### config.mk
export PLATFORM = sky130hd
export DESIGN_NAME = sb_top
export DESIGN_NICKNAME = d
export VERILOG_FILES = /design/src/common/sb_cfg_pkg.sv /design/src/common/sb_instr_pkg.sv /design/src/scoreboard/sb_top.sv /design/src/scoreboard/sb_operand_fwd.sv /design/src/scoreboard/sb_clobber.sv /design/src/scoreboard/sb_queue.sv /design/src/prio_select.sv
export SDC_FILE = /design/constraint.sdc
export NUM_CORES = 2
export LEC_CHECK = 0
export BUFFER_PORTS_ARGS = -buffer_cell sky130_fd_sc_hd__buf_2
export CAP_MARGIN = 20
export CELL_PAD_IN_SITES_DETAIL_PLACEMENT = 0
export CELL_PAD_IN_SITES_GLOBAL_PLACEMENT = 1
export CORE_MARGIN = 4
export CORE_UTILIZATION = 41
export CTS_CLUSTER_DIAMETER = 40
export DETAILED_ROUTE_END_ITERATION = 8
export HOLD_SLACK_MARGIN = 0.12
export PLACE_DENSITY = 0.78
export SETUP_SLACK_MARGIN = 0.1
export SLEW_MARGIN = 10
export SYNTH_ARGS = -nofsm -noshare
export SYNTH_HDL_FRONTEND = slang
export SYNTH_SLANG_ARGS = --single-unit
### constraint.sdc
create_clock -name clk_i -period 2.67 [get_ports clk_i]
set_input_delay 0.267 -clock clk_i [delete_from_list [all_inputs] [get_ports clk_i]]
set_output_delay 0.267 -clock clk_i [all_outputs]
set_load 0.02 [all_outputs]
### src/common/sb_cfg_pkg.sv
package sb_cfg_pkg;

  // ---------------------------------------------------------------------
  // scoreboard sizing
  // ---------------------------------------------------------------------

  // ring depth, kept a power of two so the count msb doubles as full flag
  localparam int unsigned NR_ENTRIES    = 8;
  // transaction id addresses one ring slot
  localparam int unsigned TRANS_ID_BITS = $clog2(NR_ENTRIES);

  // integer register file
  localparam int unsigned REG_ADDR_BITS = 5;
  localparam int unsigned NR_REGS       = 2 ** REG_ADDR_BITS;

  // datapath width
  localparam int unsigned XLEN          = 32;

  // functional units reporting results back
  localparam int unsigned NR_WB_PORTS   = 2;

  typedef logic [TRANS_ID_BITS-1:0] trans_id_t;
  typedef logic [REG_ADDR_BITS-1:0] reg_addr_t;
  typedef logic [XLEN-1:0]          xlen_t;

endpackage
### src/common/sb_instr_pkg.sv
package sb_instr_pkg;

  import sb_cfg_pkg::*;

  // ---------------------------------------------------------------------
  // functional units
  // ---------------------------------------------------------------------

  // NONE marks instructions that need no unit and finish on their own
  typedef enum logic [2:0] {
    NONE   = 3'd0,
    ALU    = 3'd1,
    BRANCH = 3'd2,
    LOAD   = 3'd3,
    STORE  = 3'd4,
    MULT   = 3'd5
  } fu_t;

  // ---------------------------------------------------------------------
  // scoreboard entry
  // ---------------------------------------------------------------------

  typedef struct packed {
    // unit that produces the result
    fu_t       fu;
    // destination register
    reg_addr_t rd;
    // value written back by the unit
    xlen_t     result;
    // slot index in the ring
    trans_id_t trans_id;
    // result present, entry may commit
    logic      valid;
    // unit reported an exception
    logic      ex_valid;
  } sb_entry_t;

endpackage

### src/scoreboard/sb_top.sv
`timescale 1ns/1ps

module sb_top import sb_cfg_pkg::*, sb_instr_pkg::*; (
  input  logic                         clk_i,
  input  logic                         rst_ni,
  input  logic                         flush_i,
  input  logic                         flush_unissued_i,
  input  logic                         unresolved_branch_i,
  // decode and issue
  input  sb_entry_t                    decoded_instr_i,
  input  logic                         decoded_instr_valid_i,
  output logic                         decoded_instr_ack_o,
  output sb_entry_t                    issue_instr_o,
  output logic                         issue_instr_valid_o,
  input  logic                         issue_ack_i,
  output logic                         sb_full_o,
  // write-back
  input  logic      [NR_WB_PORTS-1:0]  wb_valid_i,
  input  trans_id_t [NR_WB_PORTS-1:0]  wb_trans_id_i,
  input  xlen_t     [NR_WB_PORTS-1:0]  wb_data_i,
  input  logic      [NR_WB_PORTS-1:0]  wb_ex_i,
  // commit
  output sb_entry_t                    commit_instr_o,
  input  logic                         commit_ack_i,
  // clobber table
  output fu_t       [NR_REGS-1:0]      rd_clobber_o,
  // operand read
  input  reg_addr_t                    rs1_i,
  input  reg_addr_t                    rs2_i,
  output xlen_t                        rs1_o,
  output xlen_t                        rs2_o,
  output logic                         rs1_valid_o,
  output logic                         rs2_valid_o
);

  sb_entry_t [NR_ENTRIES-1:0]  entries;
  logic      [NR_ENTRIES-1:0]  issued;
  reg_addr_t [NR_WB_PORTS-1:0] wb_rd;

  // entry ring with all handshakes
  sb_queue i_queue (
    .clk_i                 (clk_i),
    .rst_ni                (rst_ni),
    .flush_i               (flush_i),
    .flush_unissued_i      (flush_unissued_i),
    .unresolved_branch_i   (unresolved_branch_i),
    .decoded_instr_i       (decoded_instr_i),
    .decoded_instr_valid_i (decoded_instr_valid_i),
    .decoded_instr_ack_o   (decoded_instr_ack_o),
    .issue_instr_o         (issue_instr_o),
    .issue_instr_valid_o   (issue_instr_valid_o),
    .issue_ack_i           (issue_ack_i),
    .wb_valid_i            (wb_valid_i),
    .wb_trans_id_i         (wb_trans_id_i),
    .wb_data_i             (wb_data_i),
    .wb_ex_i               (wb_ex_i),
    .commit_instr_o        (commit_instr_o),
    .commit_ack_i          (commit_ack_i),
    .sb_full_o             (sb_full_o),
    .entries_o             (entries),
    .issued_o              (issued),
    .wb_rd_o               (wb_rd)
  );

  // which unit will write each gpr
  sb_clobber i_clobber (
    .entries_i    (entries),
    .issued_i     (issued),
    .rd_clobber_o (rd_clobber_o)
  );

  // rs1/rs2 bypass from ports and finished entries
  sb_operand_fwd i_operand_fwd (
    .rs1_i       (rs1_i),
    .rs2_i       (rs2_i),
    .wb_valid_i  (wb_valid_i),
    .wb_ex_i     (wb_ex_i),
    .wb_data_i   (wb_data_i),
    .wb_rd_i     (wb_rd),
    .entries_i   (entries),
    .issued_i    (issued),
    .rs1_o       (rs1_o),
    .rs2_o       (rs2_o),
    .rs1_valid_o (rs1_valid_o),
    .rs2_valid_o (rs2_valid_o)
  );

endmodule

### src/scoreboard/sb_operand_fwd.sv
`timescale 1ns/1ps

module sb_operand_fwd import sb_cfg_pkg::*, sb_instr_pkg::*; (
  input  reg_addr_t                   rs1_i,
  input  reg_addr_t                   rs2_i,
  input  logic      [NR_WB_PORTS-1:0] wb_valid_i,
  input  logic      [NR_WB_PORTS-1:0] wb_ex_i,
  input  xlen_t     [NR_WB_PORTS-1:0] wb_data_i,
  input  reg_addr_t [NR_WB_PORTS-1:0] wb_rd_i,
  input  sb_entry_t [NR_ENTRIES-1:0]  entries_i,
  input  logic      [NR_ENTRIES-1:0]  issued_i,
  output xlen_t                       rs1_o,
  output xlen_t                       rs2_o,
  output logic                        rs1_valid_o,
  output logic                        rs2_valid_o
);

  localparam int unsigned NR_CAND = NR_WB_PORTS + NR_ENTRIES;

  // candidates: write-back ports first, then ring slots
  logic  [NR_CAND-1:0] rs1_req, rs2_req;
  xlen_t [NR_CAND-1:0] cand_data;
  logic                rs1_hit, rs2_hit;

  // ---------------------------------------------------------------------
  // candidate requests
  // ---------------------------------------------------------------------

  // results on the ports this cycle, faulting results are not forwarded
  for (genvar k = 0; k < NR_WB_PORTS; k++) begin : gen_wb_cand
    assign rs1_req[k]   = wb_valid_i[k] & ~wb_ex_i[k] & (wb_rd_i[k] == rs1_i);
    assign rs2_req[k]   = wb_valid_i[k] & ~wb_ex_i[k] & (wb_rd_i[k] == rs2_i);
    assign cand_data[k] = wb_data_i[k];
  end

  // finished entries still waiting for commit
  for (genvar i = 0; i < NR_ENTRIES; i++) begin : gen_entry_cand
    assign rs1_req[NR_WB_PORTS+i] = issued_i[i] & entries_i[i].valid &
                                    (entries_i[i].rd == rs1_i);
    assign rs2_req[NR_WB_PORTS+i] = issued_i[i] & entries_i[i].valid &
                                    (entries_i[i].rd == rs2_i);
    assign cand_data[NR_WB_PORTS+i] = entries_i[i].result;
  end

  // ---------------------------------------------------------------------
  // selection
  // ---------------------------------------------------------------------

  prio_select #(
    .NUM_IN    (NR_CAND),
    .payload_t (xlen_t)
  ) i_sel_rs1 (
    .req_i   (rs1_req),
    .data_i  (cand_data),
    .valid_o (rs1_hit),
    .data_o  (rs1_o)
  );

  prio_select #(
    .NUM_IN    (NR_CAND),
    .payload_t (xlen_t)
  ) i_sel_rs2 (
    .req_i   (rs2_req),
    .data_i  (cand_data),
    .valid_o (rs2_hit),
    .data_o  (rs2_o)
  );

  // x0 is read from the register file, never forwarded
  assign rs1_valid_o = rs1_hit & (|rs1_i);
  assign rs2_valid_o = rs2_hit & (|rs2_i);

endmodule

### src/scoreboard/sb_clobber.sv
`timescale 1ns/1ps

module sb_clobber import sb_cfg_pkg::*, sb_instr_pkg::*; (
  input  sb_entry_t [NR_ENTRIES-1:0] entries_i,
  input  logic      [NR_ENTRIES-1:0] issued_i,
  output fu_t       [NR_REGS-1:0]    rd_clobber_o
);

  // one candidate per slot, top one is the NONE default
  fu_t [NR_ENTRIES:0] clobber_fu;

  always_comb begin
    clobber_fu[NR_ENTRIES] = NONE;
    for (int unsigned i = 0; i < NR_ENTRIES; i++) begin
      clobber_fu[i] = entries_i[i].fu;
    end
  end

  for (genvar k = 0; k < NR_REGS; k++) begin : gen_reg
    logic [NR_ENTRIES:0] req;

    // issued slots writing register k
    // x0 never gets clobbered, only the default remains there
    always_comb begin
      req             = '0;
      req[NR_ENTRIES] = 1'b1;
      for (int unsigned i = 0; i < NR_ENTRIES; i++) begin
        req[i] = issued_i[i] && (entries_i[i].rd == reg_addr_t'(k)) && (k != 0);
      end
    end

    // lowest slot wins if several entries target the same register
    prio_select #(
      .NUM_IN    (NR_ENTRIES + 1),
      .payload_t (fu_t)
    ) i_sel_clobber (
      .req_i   (req),
      .data_i  (clobber_fu),
      .valid_o (),
      .data_o  (rd_clobber_o[k])
    );
  end

endmodule

### src/scoreboard/sb_queue.sv
`timescale 1ns/1ps

module sb_queue import sb_cfg_pkg::*, sb_instr_pkg::*; (
  input  logic                         clk_i,
  input  logic                         rst_ni,
  input  logic                         flush_i,
  input  logic                         flush_unissued_i,
  input  logic                         unresolved_branch_i,
  // decode side
  input  sb_entry_t                    decoded_instr_i,
  input  logic                         decoded_instr_valid_i,
  output logic                         decoded_instr_ack_o,
  // issue side
  output sb_entry_t                    issue_instr_o,
  output logic                         issue_instr_valid_o,
  input  logic                         issue_ack_i,
  // write-back ports
  input  logic      [NR_WB_PORTS-1:0]  wb_valid_i,
  input  trans_id_t [NR_WB_PORTS-1:0]  wb_trans_id_i,
  input  xlen_t     [NR_WB_PORTS-1:0]  wb_data_i,
  input  logic      [NR_WB_PORTS-1:0]  wb_ex_i,
  // commit port
  output sb_entry_t                    commit_instr_o,
  input  logic                         commit_ack_i,
  output logic                         sb_full_o,
  // ring state for clobber table and forwarding
  output sb_entry_t [NR_ENTRIES-1:0]   entries_o,
  output logic      [NR_ENTRIES-1:0]   issued_o,
  output reg_addr_t [NR_WB_PORTS-1:0]  wb_rd_o
);

  typedef logic [TRANS_ID_BITS:0] cnt_t;

  sb_entry_t [NR_ENTRIES-1:0] entries_d, entries_q;
  logic      [NR_ENTRIES-1:0] issued_d, issued_q;
  trans_id_t                  issue_ptr_d, issue_ptr_q;
  trans_id_t                  commit_ptr_d, commit_ptr_q;
  cnt_t                       cnt_d, cnt_q;
  logic                       full;
  logic                       issue_en;

  // eight in flight sets the count msb
  assign full      = cnt_q[TRANS_ID_BITS];
  assign sb_full_o = full;

  // ---------------------------------------------------------------------
  // issue handshake
  // ---------------------------------------------------------------------

  // decoded instruction goes out stamped with the slot it will occupy
  always_comb begin
    issue_instr_o          = decoded_instr_i;
    issue_instr_o.trans_id = issue_ptr_q;
  end

  // hold off while a branch is unresolved or the ring has no room
  assign issue_instr_valid_o = decoded_instr_valid_i & ~unresolved_branch_i & ~full;
  assign decoded_instr_ack_o = issue_ack_i & ~full;

  // oldest entry straight from the ring
  assign commit_instr_o = entries_q[commit_ptr_q];

  // ---------------------------------------------------------------------
  // ring update
  // ---------------------------------------------------------------------

  always_comb begin
    entries_d = entries_q;
    issued_d  = issued_q;
    issue_en  = 1'b0;

    // new entry at the issue pointer
    if (decoded_instr_valid_i && decoded_instr_ack_o && !flush_unissued_i) begin
      issue_en                = 1'b1;
      entries_d[issue_ptr_q]  = issue_instr_o;
      issued_d[issue_ptr_q]   = 1'b1;
    end

    // no unit behind it, so the entry completes by itself
    for (int unsigned i = 0; i < NR_ENTRIES; i++) begin
      if (issued_q[i] && entries_q[i].fu == NONE) begin
        entries_d[i].valid = 1'b1;
      end
    end

    // results from the units
    // late write-backs to freed slots (e.g. after a flush) are dropped
    for (int unsigned k = 0; k < NR_WB_PORTS; k++) begin
      if (wb_valid_i[k] && issued_q[wb_trans_id_i[k]]) begin
        entries_d[wb_trans_id_i[k]].valid    = 1'b1;
        entries_d[wb_trans_id_i[k]].result   = wb_data_i[k];
        entries_d[wb_trans_id_i[k]].ex_valid = wb_ex_i[k];
      end
    end

    // commit retires the oldest slot
    if (commit_ack_i) begin
      issued_d[commit_ptr_q]        = 1'b0;
      entries_d[commit_ptr_q].valid = 1'b0;
    end

    // whole flush wipes every slot
    if (flush_i) begin
      for (int unsigned i = 0; i < NR_ENTRIES; i++) begin
        issued_d[i]           = 1'b0;
        entries_d[i].valid    = 1'b0;
        entries_d[i].ex_valid = 1'b0;
      end
    end
  end

  // pointers wrap naturally at the ring size
  assign issue_ptr_d  = flush_i ? '0 : issue_ptr_q + trans_id_t'(issue_en);
  assign commit_ptr_d = flush_i ? '0 : commit_ptr_q + trans_id_t'(commit_ack_i);
  assign cnt_d        = flush_i ? '0 : cnt_q + cnt_t'(issue_en) - cnt_t'(commit_ack_i);

  always_ff @(posedge clk_i or negedge rst_ni) begin
    if (!rst_ni) begin
      entries_q    <= '0;
      issued_q     <= '0;
      issue_ptr_q  <= '0;
      commit_ptr_q <= '0;
      cnt_q        <= '0;
    end else begin
      entries_q    <= entries_d;
      issued_q     <= issued_d;
      issue_ptr_q  <= issue_ptr_d;
      commit_ptr_q <= commit_ptr_d;
      cnt_q        <= cnt_d;
    end
  end

  // ---------------------------------------------------------------------
  // state towards clobber table and forwarding
  // ---------------------------------------------------------------------

  assign entries_o = entries_q;
  assign issued_o  = issued_q;

  // destination of whatever each port is writing this cycle
  for (genvar k = 0; k < NR_WB_PORTS; k++) begin : gen_wb_rd
    assign wb_rd_o[k] = entries_q[wb_trans_id_i[k]].rd;
  end

endmodule

### src/prio_select.sv
`timescale 1ns/1ps

module prio_select #(
  parameter int unsigned NUM_IN = 2,
  parameter type payload_t = logic
) (
  input  logic     [NUM_IN-1:0] req_i,
  input  payload_t [NUM_IN-1:0] data_i,
  output logic                  valid_o,
  output payload_t              data_o
);

  // fixed priority, index 0 is the strongest requester
  // walk from the top down so the lowest hit is the last one written
  always_comb begin
    valid_o = 1'b0;
    data_o  = payload_t'(0);
    for (int i = NUM_IN - 1; i >= 0; i--) begin
      if (req_i[i]) begin
        valid_o = 1'b1;
        data_o  = data_i[i];
      end
    end
  end

  // nothing requesting gives zero payload and valid low

endmodule

==> metrics list <==
- Initial core utilization: 41.3%
- Power consumption: 26.5 mW
* Clk_lat worst skew: 0.63 ns
- FF+latch count, synth: 378
- DIE WIDTH: 315 um
* Buffer and inverter count on the worst path: 4
- Most Frequent Cell on Critical Path: buf_4
- At the end of the flow, the number of nets in the layout was 5934.
* Tightest slew margin relative to the limit: 33.1%
- For this run, the total global-route usage over all layers was measured as 39.9%.
* Synthesized instance count: 5151
* Fraction of registers with async set or reset after synthesis: 100%
* Setup repair after global routing missed its margin: true
* Top-level I/O count: 392
- The synthesized design spends more area on one cell type than any other, namely dfrtp_1.
- Fraction of the mapped netlist area in simple logic gates: 21.1%
- The checks that failed: setup timing.
- After detailed routing, the number of remaining DRC violations is 0.
- Sort of element at the end of the critical path: primary output
- Counting buffers and inverters, the worst setup path is 12 cells deep.
- Worst endpoint data arrival time: 3.68 ns
- Number of cells on the worst reg-to-reg path: 11
- The worst hold path terminates at i_queue.entries_o[135].
- Slew at the pin with the worst max-slew slack: 1.00 ns
- Element type at the critical path start: flip-flop
* CTS Root Buffer Type: clkbuf_16
- The initial antenna violation count was 16.
* Area fraction in compound gates after synthesis: 23.9%
* Depth of the CTS H-tree: 3
- Hold path startpoint: wb_ex_i[0]
- The floorplan step defined a die boundary enclosing 99100 um^2.
* Count of input and output buffers: 385
- Worst path top cell family by delay: simple AND/OR/NAND/NOR gates
- Crit share post-route: 148%
- For this run, the leading register cell type out of synthesis is dfrtp_1.
* Number of max-slew violations in the final report: 0
- Summed over all nets, the half-perimeter wirelength after detailed placement is 140000 um.
- Post-Route Skew: 0.0301 ns
- Clock transition at path regs: 0.06 ns
* Average routed wire per standard cell: 29.2 um
- Of all nets on the critical path, the largest fanout is 9.
- Critical-path cell with the highest stage delay: or4b_4
* Synthesis warning total: 0
- Across all setup checks in the final design, the least slack found is -1.28 ns.
- Syn Area/Cell: 7.49 um^2
- Die Y: 315 um
- OpenSTA, run right after detailed placement, puts the worst setup slack at -0.643 ns.
* Power Density: 485 nW/um^2
* Cell Area, Placed: 47500 um^2
* Max-cap violations: 0
- For this design the static power due to leakage is 23.1 nW.
* Cells on Worst Hold Path: 5
- Setup violations remaining at the end of the flow were counted as 197.
- Post-synthesis instance area: 38600 um^2
- Via-to-Cell Ratio: 6.56
- Highest cell delay on the worst timing path: 0.58 ns
* Worst EP required: 2.40 ns
* Cell variety after synth: 82
* Largest family of logic cells by synthesized area: compound AO/OA/AOI/OAI gates
- The path class of the tightest hold or removal check is in -> reg.
* Achievable Freq: 253 MHz
* Maximum VDD drop: 0.000448 V
- Ranked by total cell area, the synthesized netlist is headed by dfrtp_1 25%, mux2i_1 11%, nor2_1 6.8%.
- Vias in the first global route: 44300
- TritonCTS built the clock tree.
- Entering global routing, the biggest net connects 68 pins.
- In this run, synthesis inferred 0 flip-flops with an integrated enable.
- Worst reg2reg endpoint: i_queue.entries_o[45]
- The clock drives 378 sinks.
- Area of the core: 93300 um^2
* Site row count: 112
- The portion of synthesized area spent on multiplexers is 20.6%.
- Area share of xor/xnor cells in the synthesized design: 2.36%
- The finished cells cover 54700 um^2.
- Number of hold violations in the final report: 0
- The flow ran to the end, but the final reports show violations.
- The post-route netlist has 35.8% of its cells at a drive strength greater than 1.
- The first routing iteration left 6415 violations.
* 1st-pass router iterations: 6
- Worst-case clock buffer depth: 3
- Class of the most critical setup path: reg -> out
- Post-Synth Adder-Cell Area: 0.311%
- The congestion estimate from routability-driven global placement came to 1.04.
- Total Wirelength: 208000 um
* Vias: 46600
- Hold timing on the final database bottoms out at a slack of 0.161 ns.
* Worst R2R Start: i_queue.issued_o[6]
* Share of the synthesized area in the top cell type: 24.5%
* Global-route wire length before repair: 297000 um
- Number of routed nets with antenna violations: 0
* Area growth syn-to-layout: 41.9%
* Final min period: 3.95 ns
* Remaining Overflow, GRT: 0
- Setup slack of the worst register-to-register path: 0.13 ns
- Post-synthesis sequential area ratio: 24.5%
- Number of CTS-inserted buffers: 66
- CP cell instances: xor2_1 -> or4b_4 -> nor3_4 -> buf_4 -> o2111ai_4 -> buf_12 -> buf_16 -> or3_1 -> a31oi_1 -> o221ai_1 -> a31oi_2 -> buf_4
==> Yosys cell counts (all sizes together), types with 10 or more instances <==
library cell    n
nor2          702
nand2         601
a21oi         526
clkbuf        463
mux2i         415
o21ai         413
dfrtp         378
buf           179
a31oi         166
mux2          137
nand3         115
mux4          100
nor3           74
o221ai         74
xor2           70
a211oi         56
or3            51
nor2b          46
nor4           43
a211o          41
nand2b         40
o311a          37
nor3b          35
o22ai          35
xnor2          34
a221oi         33
a21o           31
nand4          30
o22a           29
inv            22
or2            18
o211ai         17
a22oi          13
and3           10
nand4b         10
o311ai         10
==> per-stage QoR <==
step | util [%] | cells | TNS, ns
after floorplan | - | 5153 | -6.02
after global placement | 50.8 | 6795 | -51.75
after detailed placement | 50.8 | 6795 | -53.14
after CTS | 57.4 | 7055 | -138.05
after global routing | 58.6 | 7098 | -155.88
final | 58.6 | 7101 | -140.07
==> timing repair <==
action,in CTS,in global routing
resized for setup,643,176
pin swaps,250,123
setup buffers,69,33
endpoints found under the setup margin,204,271
cloned,6,7
hold buffers,73,0
hold endpoints to repair,486,0
==> routing by layer <==
layer	GRT usage, %	routed length (um)
met5	0	79
met4	30.0	19100
met3	10.2	23800
met2	61.3	90600
met1	48.1	74000
==> cell usage in the layout (no fill, tap or decap), types with 42 or more instances in the layout <==
cell type and n:
a21oi_1 433, a21oi_2 90, a31oi_1 65, a31oi_2 59
a31oi_4 42, buf_12 152, buf_2 244, buf_4 594
buf_6 127, clkbuf_16 73, dfrtp_1 363, dlygate4sd3_1 73
mux2_2 127, mux2i_1 398, mux4_2 100, nand2_1 545
nand3_1 75, nor2_1 635, nor2b_1 45, o21ai_0 87
o21ai_1 297, o221ai_1 53, or3_1 45, xor2_1 70
==> how the worst max path moves through the flow <==
stage / endpoint / start
final: rs2_o[13] / flip-flop
after global routing: rs2_o[13] / flip-flop
after CTS: rs2_o[10] / flip-flop
after detailed placement: rs2_o[26] / rs2_i[4]
after global placement: rs2_o[2] / rs2_i[4]
after floorplan: rs2_o[19] / flip-flop
==> final cells by class <==
cell class                      instances  area, um^2
Sequential cell                       378        9490
Inverter                               24        95.1
Tap cell                             1254        1570
Multi-Input combinational cell       4109       29900
Clock buffer                           77        1790
Antenna cell                           10        25.0
Timing Repair Buffer                 1209       11300
Clock inverter                         40         578
Fill cell                            8251       38600
==> worst reg2reg max path, delay by kind of cell, from the launching register on <==
kind            cells  cell delay, ns
buf+inv             5            1.02
compound gates      3            0.78
flops               1            0.42
simple gates        2            0.17
mux                 1            0.08
==> power by group <==
part / total, mW / switching, mW / internal [mW]
registers: 8.78 / 1.79 / 6.99
clock network: 9.34 / 3.35 / 5.99
logic: 8.40 / 4.79 / 3.61
total: 26.5 / 9.93 / 16.6
==> cells by family (layout without fill, tap and decap cells) <==
logic type | after synthesis | count (layout)
AND/OR/NAND/NOR | 1822 | 1822
AO/OA/AOI/OAI | 1519 | 1519
buffers and inverters | 666 | 1350
multiplexers | 652 | 652
flip-flops | 378 | 378
XOR/XNOR | 104 | 104
adder cells (fa/ha/maj) | 9 | 9
other | 1 | 13
No activity file was read; power rests on OpenSTA's default activity.
